## src/rtl/core_pkg.sv

```systemverilog
// shared widths, reset PC, memory depth and control encodings used across the core
package core_pkg;

  parameter int XLEN = 64;
  parameter int REG_AW = 5;

  // default data memory size in doublewords
  parameter int DMEM_DEPTH = 256;

  parameter logic [XLEN-1:0] RESET_PC = '0;

  typedef enum logic [2:0] {
    ALU_ADD,
    ALU_SUB,
    ALU_AND,
    ALU_OR,
    ALU_XOR,
    ALU_SLT,
    ALU_SLTU,
    ALU_PASS_B
  } alu_op_e;

  typedef enum logic [2:0] {
    BR_NONE,
    BR_EQ,
    BR_NE,
    BR_LT,
    BR_GE,
    BR_JAL,
    BR_JALR
  } br_op_e;

  typedef enum logic [1:0] {
    WB_ALU,
    WB_MEM,
    WB_PC4
  } wb_sel_e;

  typedef enum logic {
    SRC_B_REG,
    SRC_B_IMM
  } src_b_e;

endpackage

```

## src/rtl/core_ifu.sv

```systemverilog
// fetch unit holding the PC and the sticky halt flag, enables commits while running
`timescale 1ns/1ps

module core_ifu import core_pkg::*; (
  input  logic            i_clk,
  input  logic            i_rst,
  input  logic            i_branch_taken,
  input  logic [XLEN-1:0] i_branch_target,
  input  logic            i_halt_req,
  output logic [XLEN-1:0] o_pc,
  output logic            o_halt,
  output logic            o_commit_en
);

  logic [XLEN-1:0] next_pc;

  assign next_pc = i_branch_taken ? i_branch_target : o_pc + XLEN'(4);
  assign o_commit_en = ~o_halt;

  // ebreak leaves the PC parked on itself
  always_ff @(posedge i_clk) begin
    if (i_rst) begin
      o_pc   <= RESET_PC;
      o_halt <= 1'b0;
    end else if (o_commit_en) begin
      if (i_halt_req) begin
        o_halt <= 1'b1;
      end else begin
        o_pc <= next_pc;
      end
    end
  end

  a_pc_frozen: assert property (@(posedge i_clk) (o_halt && !i_rst) |=> $stable(o_pc))
    else $error("pc moved while halted");

endmodule

```

## config.mk

```make
export PLATFORM = sky130hd
export DESIGN_NAME = core_ifu
export DESIGN_NICKNAME = d
export VERILOG_FILES = /design/src/rtl/core_pkg.sv /design/src/rtl/core_ifu.sv
export SDC_FILE = /design/constraint.sdc
export NUM_CORES = 1
export LEC_CHECK = 0
export ABC_AREA = 1
export BUFFER_PORTS_ARGS = -buffer_cell sky130_fd_sc_hd__buf_4
export CORE_ASPECT_RATIO = 1.2
export CORE_MARGIN = 4
export CORE_UTILIZATION = 35
export DETAILED_ROUTE_END_ITERATION = 8
export SYNTH_ARGS = -nofsm -noshare
export SYNTH_HDL_FRONTEND = slang
export SYNTH_SLANG_ARGS = --single-unit
export TNS_END_PERCENT = 100
```

## constraint.sdc

```tcl
create_clock -name i_clk -period 1.5 [get_ports i_clk]
set_input_delay 0.075 -clock i_clk [delete_from_list [all_inputs] [get_ports i_clk]]
set_output_delay 0.075 -clock i_clk [all_outputs]
set_load 0.02 [all_outputs]
```

=== Word-level counts from Yosys, hierarchy flattened ===
Cells that the tools add are included.
W data, S select, Z words.

* Flip-flop bits (word level): 65
* Bits of input ports: 68
* Output and inout bits: 66
* Logic and storage cells: 9

* $add $sub $neg: 1
* Muxes and demuxes: 3
* Bitwise gates (word level): 2
* Reduce and logical (&&, ||, !) cells: 1

{| class="wikitable"
|+ Operators by type and width
! cell !! number
|-
| $add A64 B3 Y64 const B || 1
|-
| $mux W64 || 1
|-
| $mux W1 || 2
|-
| $not A1 Y1 || 2
|-
| $reduce_and A2 Y1 || 1
|}

=== Longest topological paths before layout ===
* Depth after elaboration: 2
* Gate-level depth with buffers: 11
* Gate-level depth less buffers: 11

=== Least setup slack after synthesis ===
OpenSTA, ideal clock, no wires.

* Kind: register -> register
* Start point: register o_pc[3]
* End point: register o_pc[26]
* Library setup time: 0.119 ns
* Arrival: 1.628 ns
* Data required time: 1.381 ns
* Path slack: -0.247 ns
* Cell stages (with the launch flop): 10
* Cell sequence: dfxtp_1 > ha_1 > nand2_2 > nor2_8 > nand2_4 > nor2_8 > nand2_2 > xnor2_1 > o21ai_0 > nand2_1

* Cells in the longest elaborated chain, start to end: 2

{| class="wikitable"
|+ RTL lines
! element !! RTL line !! RTL
|-
| from (decl) || core_ifu.sv:10 || <nowiki>output logic [XLEN-1:0] o_pc,</nowiki>
|-
| from (signal assigned) || core_ifu.sv:29 || <nowiki>o_pc <= next_pc;</nowiki>
|-
| $add A64 B3 Y64 || core_ifu.sv:17 || <nowiki>assign next_pc = i_branch_taken ? i_branch_target : o_pc + XLEN'(4);</nowiki>
|-
| $mux W64 || core_ifu.sv:17 ||
|}

No other way between the ends.
A chain may end at the register's enable or synchronous reset.

=== Final worst setup path ===
* Start point: register o_pc[3]
* End point: register o_pc[18]

The elaborated chain is that of the path after synthesis.

==> metrics.md <==
| Metric | Value |
|---|---|
| Outcome | finished with violations |
| Failing checks | setup timing |
| HPWL after DPL | 16800 um |
| Util after Layout | 67.9% |
| CTS Buffer Depth | 2 |
| Via/cell ratio | 4.93 |
| Reg-to-reg slack, setup | -0.12 ns |
| Worst reg-to-reg path cell count | 9 |
| Slew margin rel. | 70.7% |
| Worst Min Path Start | i_branch_target[5] |
| Synthesized instance count | 907 |
| First-pass GRT wire length | 33500 um |
| # H-tree levels | 3 |
| M2 GR Usage | 47.7% |
| First drt pass iteration count | 5 |
| Initial Util | 35.9% |
| Final Cell Area | 9390 um2 |
| Iteration-0 DRC Markers | 382 |
| GRT Total Usage | 26.7% |
| Largest net degree at the start of global routing | 51 |
| Top Usage Layer GRT | met2 |
| Mapped cell area | 4960 um2 |
| Maxcap violations | 0 |
| Worst Skew | 0.00599 ns |
| Layout cells sized above 1 | 51.5% |
| Reg clk slew, reported paths | 0.06 ns |
| Critical path type | reg2reg |
| CP max-delay cell | dfxtp_4 |
| DIE AREA | 16100 um2 |
| Syn nets | 976 |
| Clock insertion delay at the later pin of the skew report | 0.35 ns |
| Initial antenna violation count | 0 |
| Die width | 117 um |
| Max Fclk | 617 MHz |
| Worst Hold Class | in2reg |
| Layout net count | 1303 |
| Sequential fraction of the synthesis area | 26.2% |
| DIE HEIGHT | 138 um |
| Crit Reg-Reg Startpoint | o_pc[3] |
| Site Rows | 47 |
| Sink Count | 65 |
| IO Count | 134 |
| Pleak | 4.84 nW |
| DP Worst Slack | -0.225 ns |
| Avg WL per Cell | 16.5 um |
| Via count | 6957 |
| Crit-path max FO | 7 |
| CTS root buffer | clkbuf_16 |
| CP delay by family, top | simple AND/OR/NAND/NOR gates |
| Critical path capture point type | flip-flop |
| RSZ-0062 raised after global routing | true |
| Critical Path Start Type | flip-flop |
| N_diodes | 0 |
| Final worst slack | -0.121 ns |
| Number of remaining DRC errors | 0 |
| Leading cell types in the layout, fill and taps excluded | 290 x buf_4, 246 x nand2_1, 129 x nor2_1, 74 x inv_1, 56 x nand2_2 |
| Placed cell areas | 7460 um2 |
| Final Hold Viols | 0 |
| Pwr/cell area | 591 nW/um2 |
| Syn-to-layout area delta | 89.3% |
| GR Util met3 | 2.71% |
| Final min period | 1.62 ns |
| Commonest non-fill, non-tap cell in the layout | buf_4 |
| GR Util met1 | 32.1% |
| Final Max Tran Viols | 0 |
| ANT nets after route | 0 |
| Core area | 13800 um2 |
| Crit path required time | 1.77 ns |
| Worst Hold Path Cells | 3 |
| Critical path cell sequence | ha_4 > nand2_4 > nor2_8 > nand2_4 > nor2_8 > buf_4 > xor2_1 > nor2_1 > o21ai_1 |
| Multi-input gate area | 4310 um2 |
| Data arrival, critical path | 1.89 ns |
| Routed WL | 23200 um |
| Vias in the first global route | 6486 |
| Hold path endpoint | o_pc[5] |
| CTS tree | done |
| Library cells used by synthesis | 26 |
| Reg-to-Reg End | o_pc[18] |
| Area occupied by registers | 1430 um2 |
| GP Congestion | 0.902 |
| CTS Buf Count | 9 |
| Slowest stage delay, CP | 0.37 ns |
| Register bit total from synthesis | 65 |
| Worst path depth | 9 |
| Final period utilization | 108% |
| Worst-Margin Slew | 0.438 ns |
| Buf/Inv on CP | 1 |
| Average cell area after synthesis | 5.47 um2 |
| Number of fill cells | 1227 |
| IO buf count | 133 |
| Grt ovf | 0 |
| Peak supply drop | 0.596 mV |
| Final setup TNS | -1.97 ns |
| Setup violations, final | 36 |
| Synth warn | 0 |
-- power by group --
group	switching, mW	internal [mW]
combinational	0.678	0.640
clock	0.814	1.42
sequential	0.159	1.84
-- flip-flops by register name (all words and copies together) (netlist names) --
name    cells
o_pc       64
o_halt      1
-- worst max-delay path by stage --
stage	endpoint	slack [ns]	start
finish	o_pc[18]	-0.12	o_pc[3]
global route	o_pc[18]	-0.20	o_pc[8]
floorplan	o_pc[32]	-0.01	o_pc[3]
global placement	o_pc[24]	-0.23	o_pc[22]
CTS	o_pc[18]	-0.09	o_pc[3]
detailed placement	o_pc[63]	-0.23	o_pc[2]
-- final cells by class --
cell class / instances / area share (%)
timing repair buffer: 340 / 29.7
inverter: 86 / 3.61
sequential: 65 / 15.2
multi-input combinational: 732 / 45.9
clock buffer: 14 / 2.92
clock inverter: 2 / 0.373
tap: 171 / 2.28
-- metal layers --
metal / wire length, um / up-vias
met5: 0 / -
met4: 864 / 0
met3: 1090 / 52
met2: 12200 / 212
met1: 9070 / 3197
li1: - / 3496
-- worst reg2reg max path, stage by stage, from the launching register on --
cell and delay (ns):
dfxtp_4 0.37, ha_4 0.16, nand2_4 0.07, nor2_8 0.17
nand2_4 0.10, nor2_8 0.21, buf_4 0.16, xor2_1 0.14
nor2_1 0.05, o21ai_1 0.11
-- stage by stage --
step / hold slack, ns / cells / total power, mW
global placement: 0.308 / 1353 / 3.24
floorplan: 0.154 / 907 / 2.54
finish: 0.0109 / 1410 / 5.55
global route: 0.0321 / 1410 / 5.79
CTS: 0.00131 / 1395 / 5.53
detailed placement: 0.306 / 1353 / 3.24
-- cells in the mapped netlist --
| cell | n | share of area, % |
|---|---|---|
| inv_2 | 3 | 0.23 |
| o21ai_0 | 32 | 3.2 |
| buf_1 | 3 | 0.23 |
| nor3_1 | 6 | 0.61 |
| o211ai_1 | 7 | 1.1 |
| nor2_1 | 204 | 15 |
| o21a_1 | 1 | 0.15 |
| nor2_2 | 12 | 1.5 |
| xnor2_1 | 4 | 0.71 |
| buf_2 | 4 | 0.40 |
| dfxtp_1 | 65 | 26 |
| nor2_8 | 4 | 1.6 |
| nor2_4 | 3 | 0.68 |
| nand2_4 | 2 | 0.45 |
| clkbuf_1 | 17 | 1.3 |
| inv_1 | 83 | 6.3 |
| xor2_1 | 15 | 2.6 |
| nand4_1 | 15 | 1.9 |
| a21oi_1 | 2 | 0.20 |
| o22ai_1 | 6 | 0.76 |
| mux2i_1 | 1 | 0.20 |
| nand2_2 | 8 | 1.0 |
| nand2_1 | 331 | 25 |
| ha_1 | 1 | 0.25 |
| o21ai_1 | 11 | 1.1 |
| nand3_1 | 67 | 6.8 |
-- cells by family (layout without fill, tap and decap cells) --
group | count (synthesis) | after routing | synth area share, %
buf+inv | 110 | 442 | 8.43
mux | 1 | 1 | 0.202
xor+xnor | 19 | 19 | 3.36
flops | 65 | 65 | 26.2
simple gates | 652 | 652 | 55.0
compound gates | 59 | 59 | 6.51
fa+ha+maj | 1 | 1 | 0.252
-- repair_timing --
item	4_1_cts	5_1_grt
hold buffers	9	0
pin swaps	39	113
endpoints found under the setup margin	51	56
endpoints found under the hold margin	9	0
buffers inserted	18	19
gates resized for setup	135	269
Power figures use the tool's default switching activity.
