[config.mk]
export PLATFORM = sky130hd
export DESIGN_NAME = core_idu
export DESIGN_NICKNAME = d
export VERILOG_FILES = /design/src/rtl/core_pkg.sv /design/src/rtl/core_idu.sv
export SDC_FILE = /design/constraint.sdc
export NUM_CORES = 1
export LEC_CHECK = 0
export BUFFER_PORTS_ARGS = -buffer_cell sky130_fd_sc_hd__buf_4
export CORE_AREA = 2 2 48 84
export DETAILED_ROUTE_END_ITERATION = 16
export DIE_AREA = 0 0 50 86
export GPL_TIMING_DRIVEN = 0
export PLACE_DENSITY = 0.75
export SYNTH_ARGS = -nofsm -noshare
export SYNTH_HDL_FRONTEND = slang
export SYNTH_SLANG_ARGS = --single-unit
export TNS_END_PERCENT = 10
[constraint.sdc]
create_clock -name vclk -period 1.3
set_input_delay 0.13 -clock vclk [all_inputs]
set_output_delay 0.13 -clock vclk [all_outputs]
set_load 0.03 [all_outputs]
[src/rtl/core_pkg.sv]
// shared widths, reset PC, memory depth and control encodings used across the core
package core_pkg;

  parameter int XLEN = 64;
  parameter int REG_AW = 5;

  // default data memory size in doublewords
  parameter int DMEM_DEPTH = 256;

  parameter logic [XLEN-1:0] RESET_PC = '0;

  typedef enum logic [2:0] {
    ALU_ADD,
    ALU_SUB,
    ALU_AND,
    ALU_OR,
    ALU_XOR,
    ALU_SLT,
    ALU_SLTU,
    ALU_PASS_B
  } alu_op_e;

  typedef enum logic [2:0] {
    BR_NONE,
    BR_EQ,
    BR_NE,
    BR_LT,
    BR_GE,
    BR_JAL,
    BR_JALR
  } br_op_e;

  typedef enum logic [1:0] {
    WB_ALU,
    WB_MEM,
    WB_PC4
  } wb_sel_e;

  typedef enum logic {
    SRC_B_REG,
    SRC_B_IMM
  } src_b_e;

endpackage

[src/rtl/core_idu.sv]
// instruction decoder for the supported RV64I subset, unknown encodings become no-ops
`timescale 1ns/1ps

module core_idu import core_pkg::*; (
  input  logic [31:0]       i_inst,
  output logic [REG_AW-1:0] o_rs1,
  output logic [REG_AW-1:0] o_rs2,
  output logic [REG_AW-1:0] o_rd,
  output logic [XLEN-1:0]   o_imm,
  output alu_op_e           o_alu_op,
  output src_b_e            o_src_b,
  output br_op_e            o_br_op,
  output wb_sel_e           o_wb_sel,
  output logic              o_rf_wen,
  output logic              o_mem_wen,
  output logic              o_halt_req
);

  typedef enum logic [6:0] {
    OPC_OP     = 7'b0110011,
    OPC_OP_IMM = 7'b0010011,
    OPC_LUI    = 7'b0110111,
    OPC_LOAD   = 7'b0000011,
    OPC_STORE  = 7'b0100011,
    OPC_BRANCH = 7'b1100011,
    OPC_JAL    = 7'b1101111,
    OPC_JALR   = 7'b1100111,
    OPC_SYSTEM = 7'b1110011
  } opcode_e;

  logic [2:0]      funct3;
  logic [6:0]      funct7;
  logic            rf_wen_raw;
  logic [XLEN-1:0] imm_i, imm_s, imm_b, imm_u, imm_j;

  assign funct3 = i_inst[14:12];
  assign funct7 = i_inst[31:25];
  assign o_rs1  = i_inst[19:15];
  assign o_rs2  = i_inst[24:20];
  assign o_rd   = i_inst[11:7];

  assign imm_i = {{52{i_inst[31]}}, i_inst[31:20]};
  assign imm_s = {{52{i_inst[31]}}, i_inst[31:25], i_inst[11:7]};
  assign imm_b = {{51{i_inst[31]}}, i_inst[31], i_inst[7], i_inst[30:25], i_inst[11:8], 1'b0};
  assign imm_u = {{32{i_inst[31]}}, i_inst[31:12], 12'b0};
  assign imm_j = {{43{i_inst[31]}}, i_inst[31], i_inst[19:12], i_inst[20], i_inst[30:21], 1'b0};

  always_comb begin
    o_imm      = imm_i;
    o_alu_op   = ALU_ADD;
    o_src_b    = SRC_B_REG;
    o_br_op    = BR_NONE;
    o_wb_sel   = WB_ALU;
    rf_wen_raw = 1'b0;
    o_mem_wen  = 1'b0;
    o_halt_req = 1'b0;
    case (opcode_e'(i_inst[6:0]))
      OPC_OP: begin
        rf_wen_raw = 1'b1;
        case ({funct7, funct3})
          {7'b0000000, 3'b000}: o_alu_op = ALU_ADD;
          {7'b0100000, 3'b000}: o_alu_op = ALU_SUB;
          {7'b0000000, 3'b010}: o_alu_op = ALU_SLT;
          {7'b0000000, 3'b011}: o_alu_op = ALU_SLTU;
          {7'b0000000, 3'b100}: o_alu_op = ALU_XOR;
          {7'b0000000, 3'b110}: o_alu_op = ALU_OR;
          {7'b0000000, 3'b111}: o_alu_op = ALU_AND;
          default: rf_wen_raw = 1'b0;
        endcase
      end
      // addi only
      OPC_OP_IMM: begin
        o_src_b    = SRC_B_IMM;
        rf_wen_raw = (funct3 == 3'b000);
      end
      OPC_LUI: begin
        o_imm      = imm_u;
        o_alu_op   = ALU_PASS_B;
        o_src_b    = SRC_B_IMM;
        rf_wen_raw = 1'b1;
      end
      OPC_LOAD: begin
        o_src_b    = SRC_B_IMM;
        o_wb_sel   = WB_MEM;
        rf_wen_raw = (funct3 == 3'b011);
      end
      OPC_STORE: begin
        o_imm     = imm_s;
        o_src_b   = SRC_B_IMM;
        o_mem_wen = (funct3 == 3'b011);
      end
      OPC_BRANCH: begin
        o_imm = imm_b;
        case (funct3)
          3'b000:  o_br_op = BR_EQ;
          3'b001:  o_br_op = BR_NE;
          3'b100:  o_br_op = BR_LT;
          3'b101:  o_br_op = BR_GE;
          default: o_br_op = BR_NONE;
        endcase
      end
      OPC_JAL: begin
        o_imm      = imm_j;
        o_br_op    = BR_JAL;
        o_wb_sel   = WB_PC4;
        rf_wen_raw = 1'b1;
      end
      OPC_JALR: begin
        if (funct3 == 3'b000) begin
          o_br_op    = BR_JALR;
          o_wb_sel   = WB_PC4;
          rf_wen_raw = 1'b1;
        end
      end
      // ebreak is the only system encoding honoured
      OPC_SYSTEM: o_halt_req = (i_inst == 32'h0010_0073);
      default: ;
    endcase
  end

  assign o_rf_wen = rf_wen_raw && (o_rd != '0);

  always_comb begin
    a_single_write: assert final (!(o_rf_wen && o_mem_wen))
      else $error("decoder enabled both register and memory writes");
  end

endmodule

# After elaboration in Yosys (flattened, before gate mapping)
# Cells that the tools add are included.
dict set report word_totals {
  regBits 0
  inputBits 32
  output_inout_bits 91
  elab_cells 41
}
dict set report classes {
  n_eq_ne 20
  n_mux 14
  n_reduce_logical 7
}
# op count
set op_table {}
lappend op_table {{$pmux 31 s4} 1}
lappend op_table {{$eq 32x21->1 const B} 1}
lappend op_table {{$eq 10x3->1 const B} 3}
lappend op_table {{$eq 7x7->1 const B} 4}
lappend op_table {{$eq 7x6->1 const B} 3}
lappend op_table {{$eq 10x2->1 const B} 2}
lappend op_table {{$pmux 3 s6} 1}
lappend op_table {{$pmux 3 s4} 1}
lappend op_table {{$eq 10x9->1 const B} 1}
lappend op_table {{$logic_not 10->1} 1}
lappend op_table {{$pmux 3 s3} 1}
lappend op_table {{$eq 7x2->1 const B} 1}
lappend op_table {{$eq 7x5->1 const B} 1}
lappend op_table {{$reduce_or 7->1} 1}
lappend op_table {{$eq 3x3->1 const B} 2}
lappend op_table {{$pmux 2 s3} 1}
lappend op_table {{$pmux 3 s2} 1}
lappend op_table {{$mux 1} 5}
lappend op_table {{$pmux 1 s5} 1}
lappend op_table {{$reduce_bool 5->1} 1}
lappend op_table {{$reduce_or 4->1} 1}
lappend op_table {{$eq 3x1->1 const B} 1}
lappend op_table {{$eq 3x2->1 const B} 1}
lappend op_table {{$logic_not 3->1} 1}
lappend op_table {{other kinds (4)} 4}

# Longest topological paths before layout
dict set report logic_depth {
  word_depth 5
  depth_mapped 5
  mapped_depth_nobuf 4
}

# Least setup slack after synthesis
# OpenSTA, ideal clock, no wires.
dict set report synth_path {
  path_kind {input-to-output}
  start {in i_inst[2]}
  end {out o_alu_op[1]}
  t_arrival_ps 1807
  t_required_ps 1170
  setup_slack_ps -637
  stages 4
  n_path_buf 1
  cell_sequence {buf_2 -> and4bb_1 -> nand4b_2 -> o41ai_1}
}
dict set report synth_between {
  elab_chain_len 2
  word_cells_on_any_way 3
  cone_classes {eq/ne (2); mux (1)}
}
# element line_no
set synth_rtl {}
lappend synth_rtl {{start, declared} core_idu.sv:5} ;# input logic [31:0] i_inst,
lappend synth_rtl {{$eq 7x6->1} core_idu.sv:57} ;# case (opcode_e'(i_inst[6:0]))
lappend synth_rtl {{$pmux 3 s2 (*)} core_idu.sv:57}
lappend synth_rtl {{end, declared} core_idu.sv:10} ;# output alu_op_e o_alu_op,
# Every way passes the cells marked *; elsewhere a longest branch is shown, timed or not.

# Worst setup path after layout
dict set report layout_path {
  start {in i_inst[3]}
  end {out o_rf_wen}
}
dict set report layout_between {
  elab_chain_len 4
  word_cells_on_any_way 9
  cone_classes {eq/ne (6); mux (1); reduce/logical (2)}
}
# element line_no
set layout_rtl {}
lappend layout_rtl {{$eq 7x7->1 or $eq 7x6->1 (tied branches)} core_idu.sv:57}
lappend layout_rtl {{$reduce_or 2->1 (no line)} n/a}
lappend layout_rtl {{$pmux 1 s5 (*)} core_idu.sv:57}
lappend layout_rtl {{$logic_and 1x1->1 (*)} core_idu.sv:121} ;# assign o_rf_wen = rf_wen_raw && (o_rd != '0);
lappend layout_rtl {{end, declared} core_idu.sv:14} ;# output logic o_rf_wen,
# Marks and branches as above.

==> reports/qor.csv <==
stage;metric;value;unit
routing;Vias;1585;
grt;vias in the first global route;1453;
setup_path;critical-path cell list;buf_6 > buf_6 > and4bb_2 > nand4b_4 > or3b_4 > a31oi_4 > buf_6;
logic_synthesis;Post-Syn Instances;166;
logic_synthesis;Yosys top cell area share;31.2;%
run;Max Cap Violations;0;
final_layout;flip-flop and latch area;0;sq um
timing;Final Critical Period;1.68;ns
grt;pin count of the biggest net entering global routing;37;
routing;WL/cell;14.5;um
logic_synthesis;post-synthesis mux area share;3.46;%
timing;Post-Route Setup TNS;-8.10;ns
timing;RSZ-0062 raised after global routing;yes;
logic_synthesis;dominant cell type by area after synthesis;buf_4;
setup_path;worst-path cell with the longest stage delay;or3b_4;
placed_design;worst slack, placed;-0.515;ns
setup_path;Critical Setup Path Class;in -> out;
power_and_ir_drop;pwr dens;387;mW/mm^2
placed_design;DP HPWL;3.82;mm
die;chip height;86;um
routing;drt pass-1 iters;4;
power_and_ir_drop;Static Leak;1.37;nW
power_and_ir_drop;VDD IR max;0.000313;V
setup_path;CP arrival;1.55;ns
final_layout;commonest non-fill, non-tap cell in the layout;buf_4;
timing;worst slew pin tran;0.327;ns
logic_synthesis;Post-Syn Area per Cell;6.96;sq um
die;# rows;29;
timing;setup slack after layout;-0.380;ns
setup_path;type of origin of the critical path;input pin;
grt;Total Routing Usage GR;20.5;%
final_layout;Final #Nets;330;
logic_synthesis;synthesized cell area;0.00116;sq mm
die;Ports;123;
logic_synthesis;Seq/Total Area, Yosys;0;%
die;Starting Density;32.2;%
setup_path;CP top delay family;simple AND/OR/NAND/NOR gates;
grt;antenna violations before repair;0;
logic_synthesis;synthesis warning total;0;
placed_design;IO Port Bufs;118;
setup_path;Req. time, crit path;1.17;ns
final_layout;layout cell share with drive strength beyond 1;75.3;%
outcome;failing checks;negative setup slack;
logic_synthesis;Synth cell types;42;
timing;Final Max Slew Viols;0;
logic_synthesis;Compound-Gate Fraction of Synth Area;25.5;%
timing;Fin. Hold Viols;0;
logic_synthesis;Area contributors post-synth;buf_4, a21o_1, and2_1;
final_layout;Layout Cells excl Fill;342;
logic_synthesis;xor/xnor share of the synthesized area;0.758;%
logic_synthesis;Adder-Cell Fraction of Synth Area;0;%
timing;max_slew headroom;78.0;%
setup_path;Critical Path End Type;output pin;
routing;drt drc;0;
routing;via density per instance;4.63;
final_layout;Seq cells;0;
logic_synthesis;Simple-Gate Fraction of Synth Area;33.8;%
die;full die area;0.00430;sq mm
placed_design;dpl cells;330;
die;Die X;50;um
routing;Routed WL;4.96;mm
placed_design;GPL Wtd Cong;0.770;
timing;Final period util;129;%
die;core footprint;0.00359;sq mm
setup_path;largest fanout on the critical path;3;
logic_synthesis;post-synth net total;198;
timing;Hold Slack;0.565;ns
outcome;status;finished with violations;
grt;grt ovf;0;
final_layout;n_diodes;0;
setup_path;worst path bufs/invs;3;
logic_synthesis;combinational family with the most area after synthesis;buffers and inverters;
final_layout;Area Growth Syn to Fin;118;%
timing;fmax;0.595;GHz
setup_path;most used cell, CP;buf_6;
worst_hold_path;worst min path class;in -> out;
final_layout;clk_buf instances;0;
grt;global-route wire length before repair;7.12;mm
final_layout;most frequent cells in the layout;buf_4, buf_6, a21o_1;
timing;setup violators final;39;
routing;Iter 0 DRT Violations;19;
setup_path;max incr delay on CP;0.41;ns
routing;Routed Antenna Nets;0;
final_layout;post-layout util;70.0;%
-- metrics by stage --
| stage | power, mW | instance area, sq um |
|---|---|---|
| global placement | 0.907 | 2240 |
| finish | 0.973 | 2520 |
| detailed placement | 0.912 | 2240 |
| global route | 1.02 | 2520 |
| CTS | 0.942 | 2390 |
| floorplan | 0.561 | 1300 |
-- what timing repair did --
action,in CTS,in global routing
hold buffers,0,0
pin swaps,14,12
endpoints found under the setup margin,42,42
resized for setup,26,27
buffers inserted,7,5
-- cell usage after synthesis (2+ instances only) --
library cell / number
buf_2: 4
and2_1: 7
nor4b_1: 3
a22o_1: 4
clkbuf_1: 4
nor4_1: 3
o31ai_1: 2
nand2b_1: 3
nor2_1: 8
inv_1: 3
nand2_1: 7
or3b_1: 2
or4_1: 2
nor2b_1: 2
mux2i_1: 4
buf_4: 48
o21ai_0: 4
a21o_1: 19
nand4_1: 2
nor3_1: 7
a21oi_1: 5
nand3_1: 3
-- cells by family (layout without fill, tap and decap cells) --
group	after synthesis	count (layout)
mux	4	4
xor+xnor	1	1
compound gates	40	40
buf+inv	61	191
simple gates	60	60
-- per-layer routing --
layer  vias up  wire [um]  GRT usage [%]
li1        806          -              -
met1       701       1740           20.7
met2        72       2860           42.6
met3         6        288           2.44
met4         0         59           3.54
met5         -          0              0
-- report_power, final --
part	switching, mW	internal, mW	total, mW
clock network	0	0	0
registers	0	0	0
logic	0.539	0.434	0.973
-- worst paths after layout --
path,start,endpoint,slack (ns),cells after the start
worst min-delay path,i_inst[7],o_halt_req,0.57,3
worst max-delay path,i_inst[3],o_rf_wen,-0.38,7
-- tightest hold or removal path: stages --
cell and delay [ns]:
buf_4 0.12, nor4_4 0.05, buf_6 0.13
-- layout make-up --
| type | count | area [sq um] |
|---|---|---|
| inverter | 3 | 11.3 |
| buffer | 58 | 444 |
| multi-input combinational | 105 | 945 |
| tap | 46 | 57.6 |
| timing repair buffer | 130 | 1060 |
| fill | 314 | 1080 |
(Power assumes the default switching activity.)
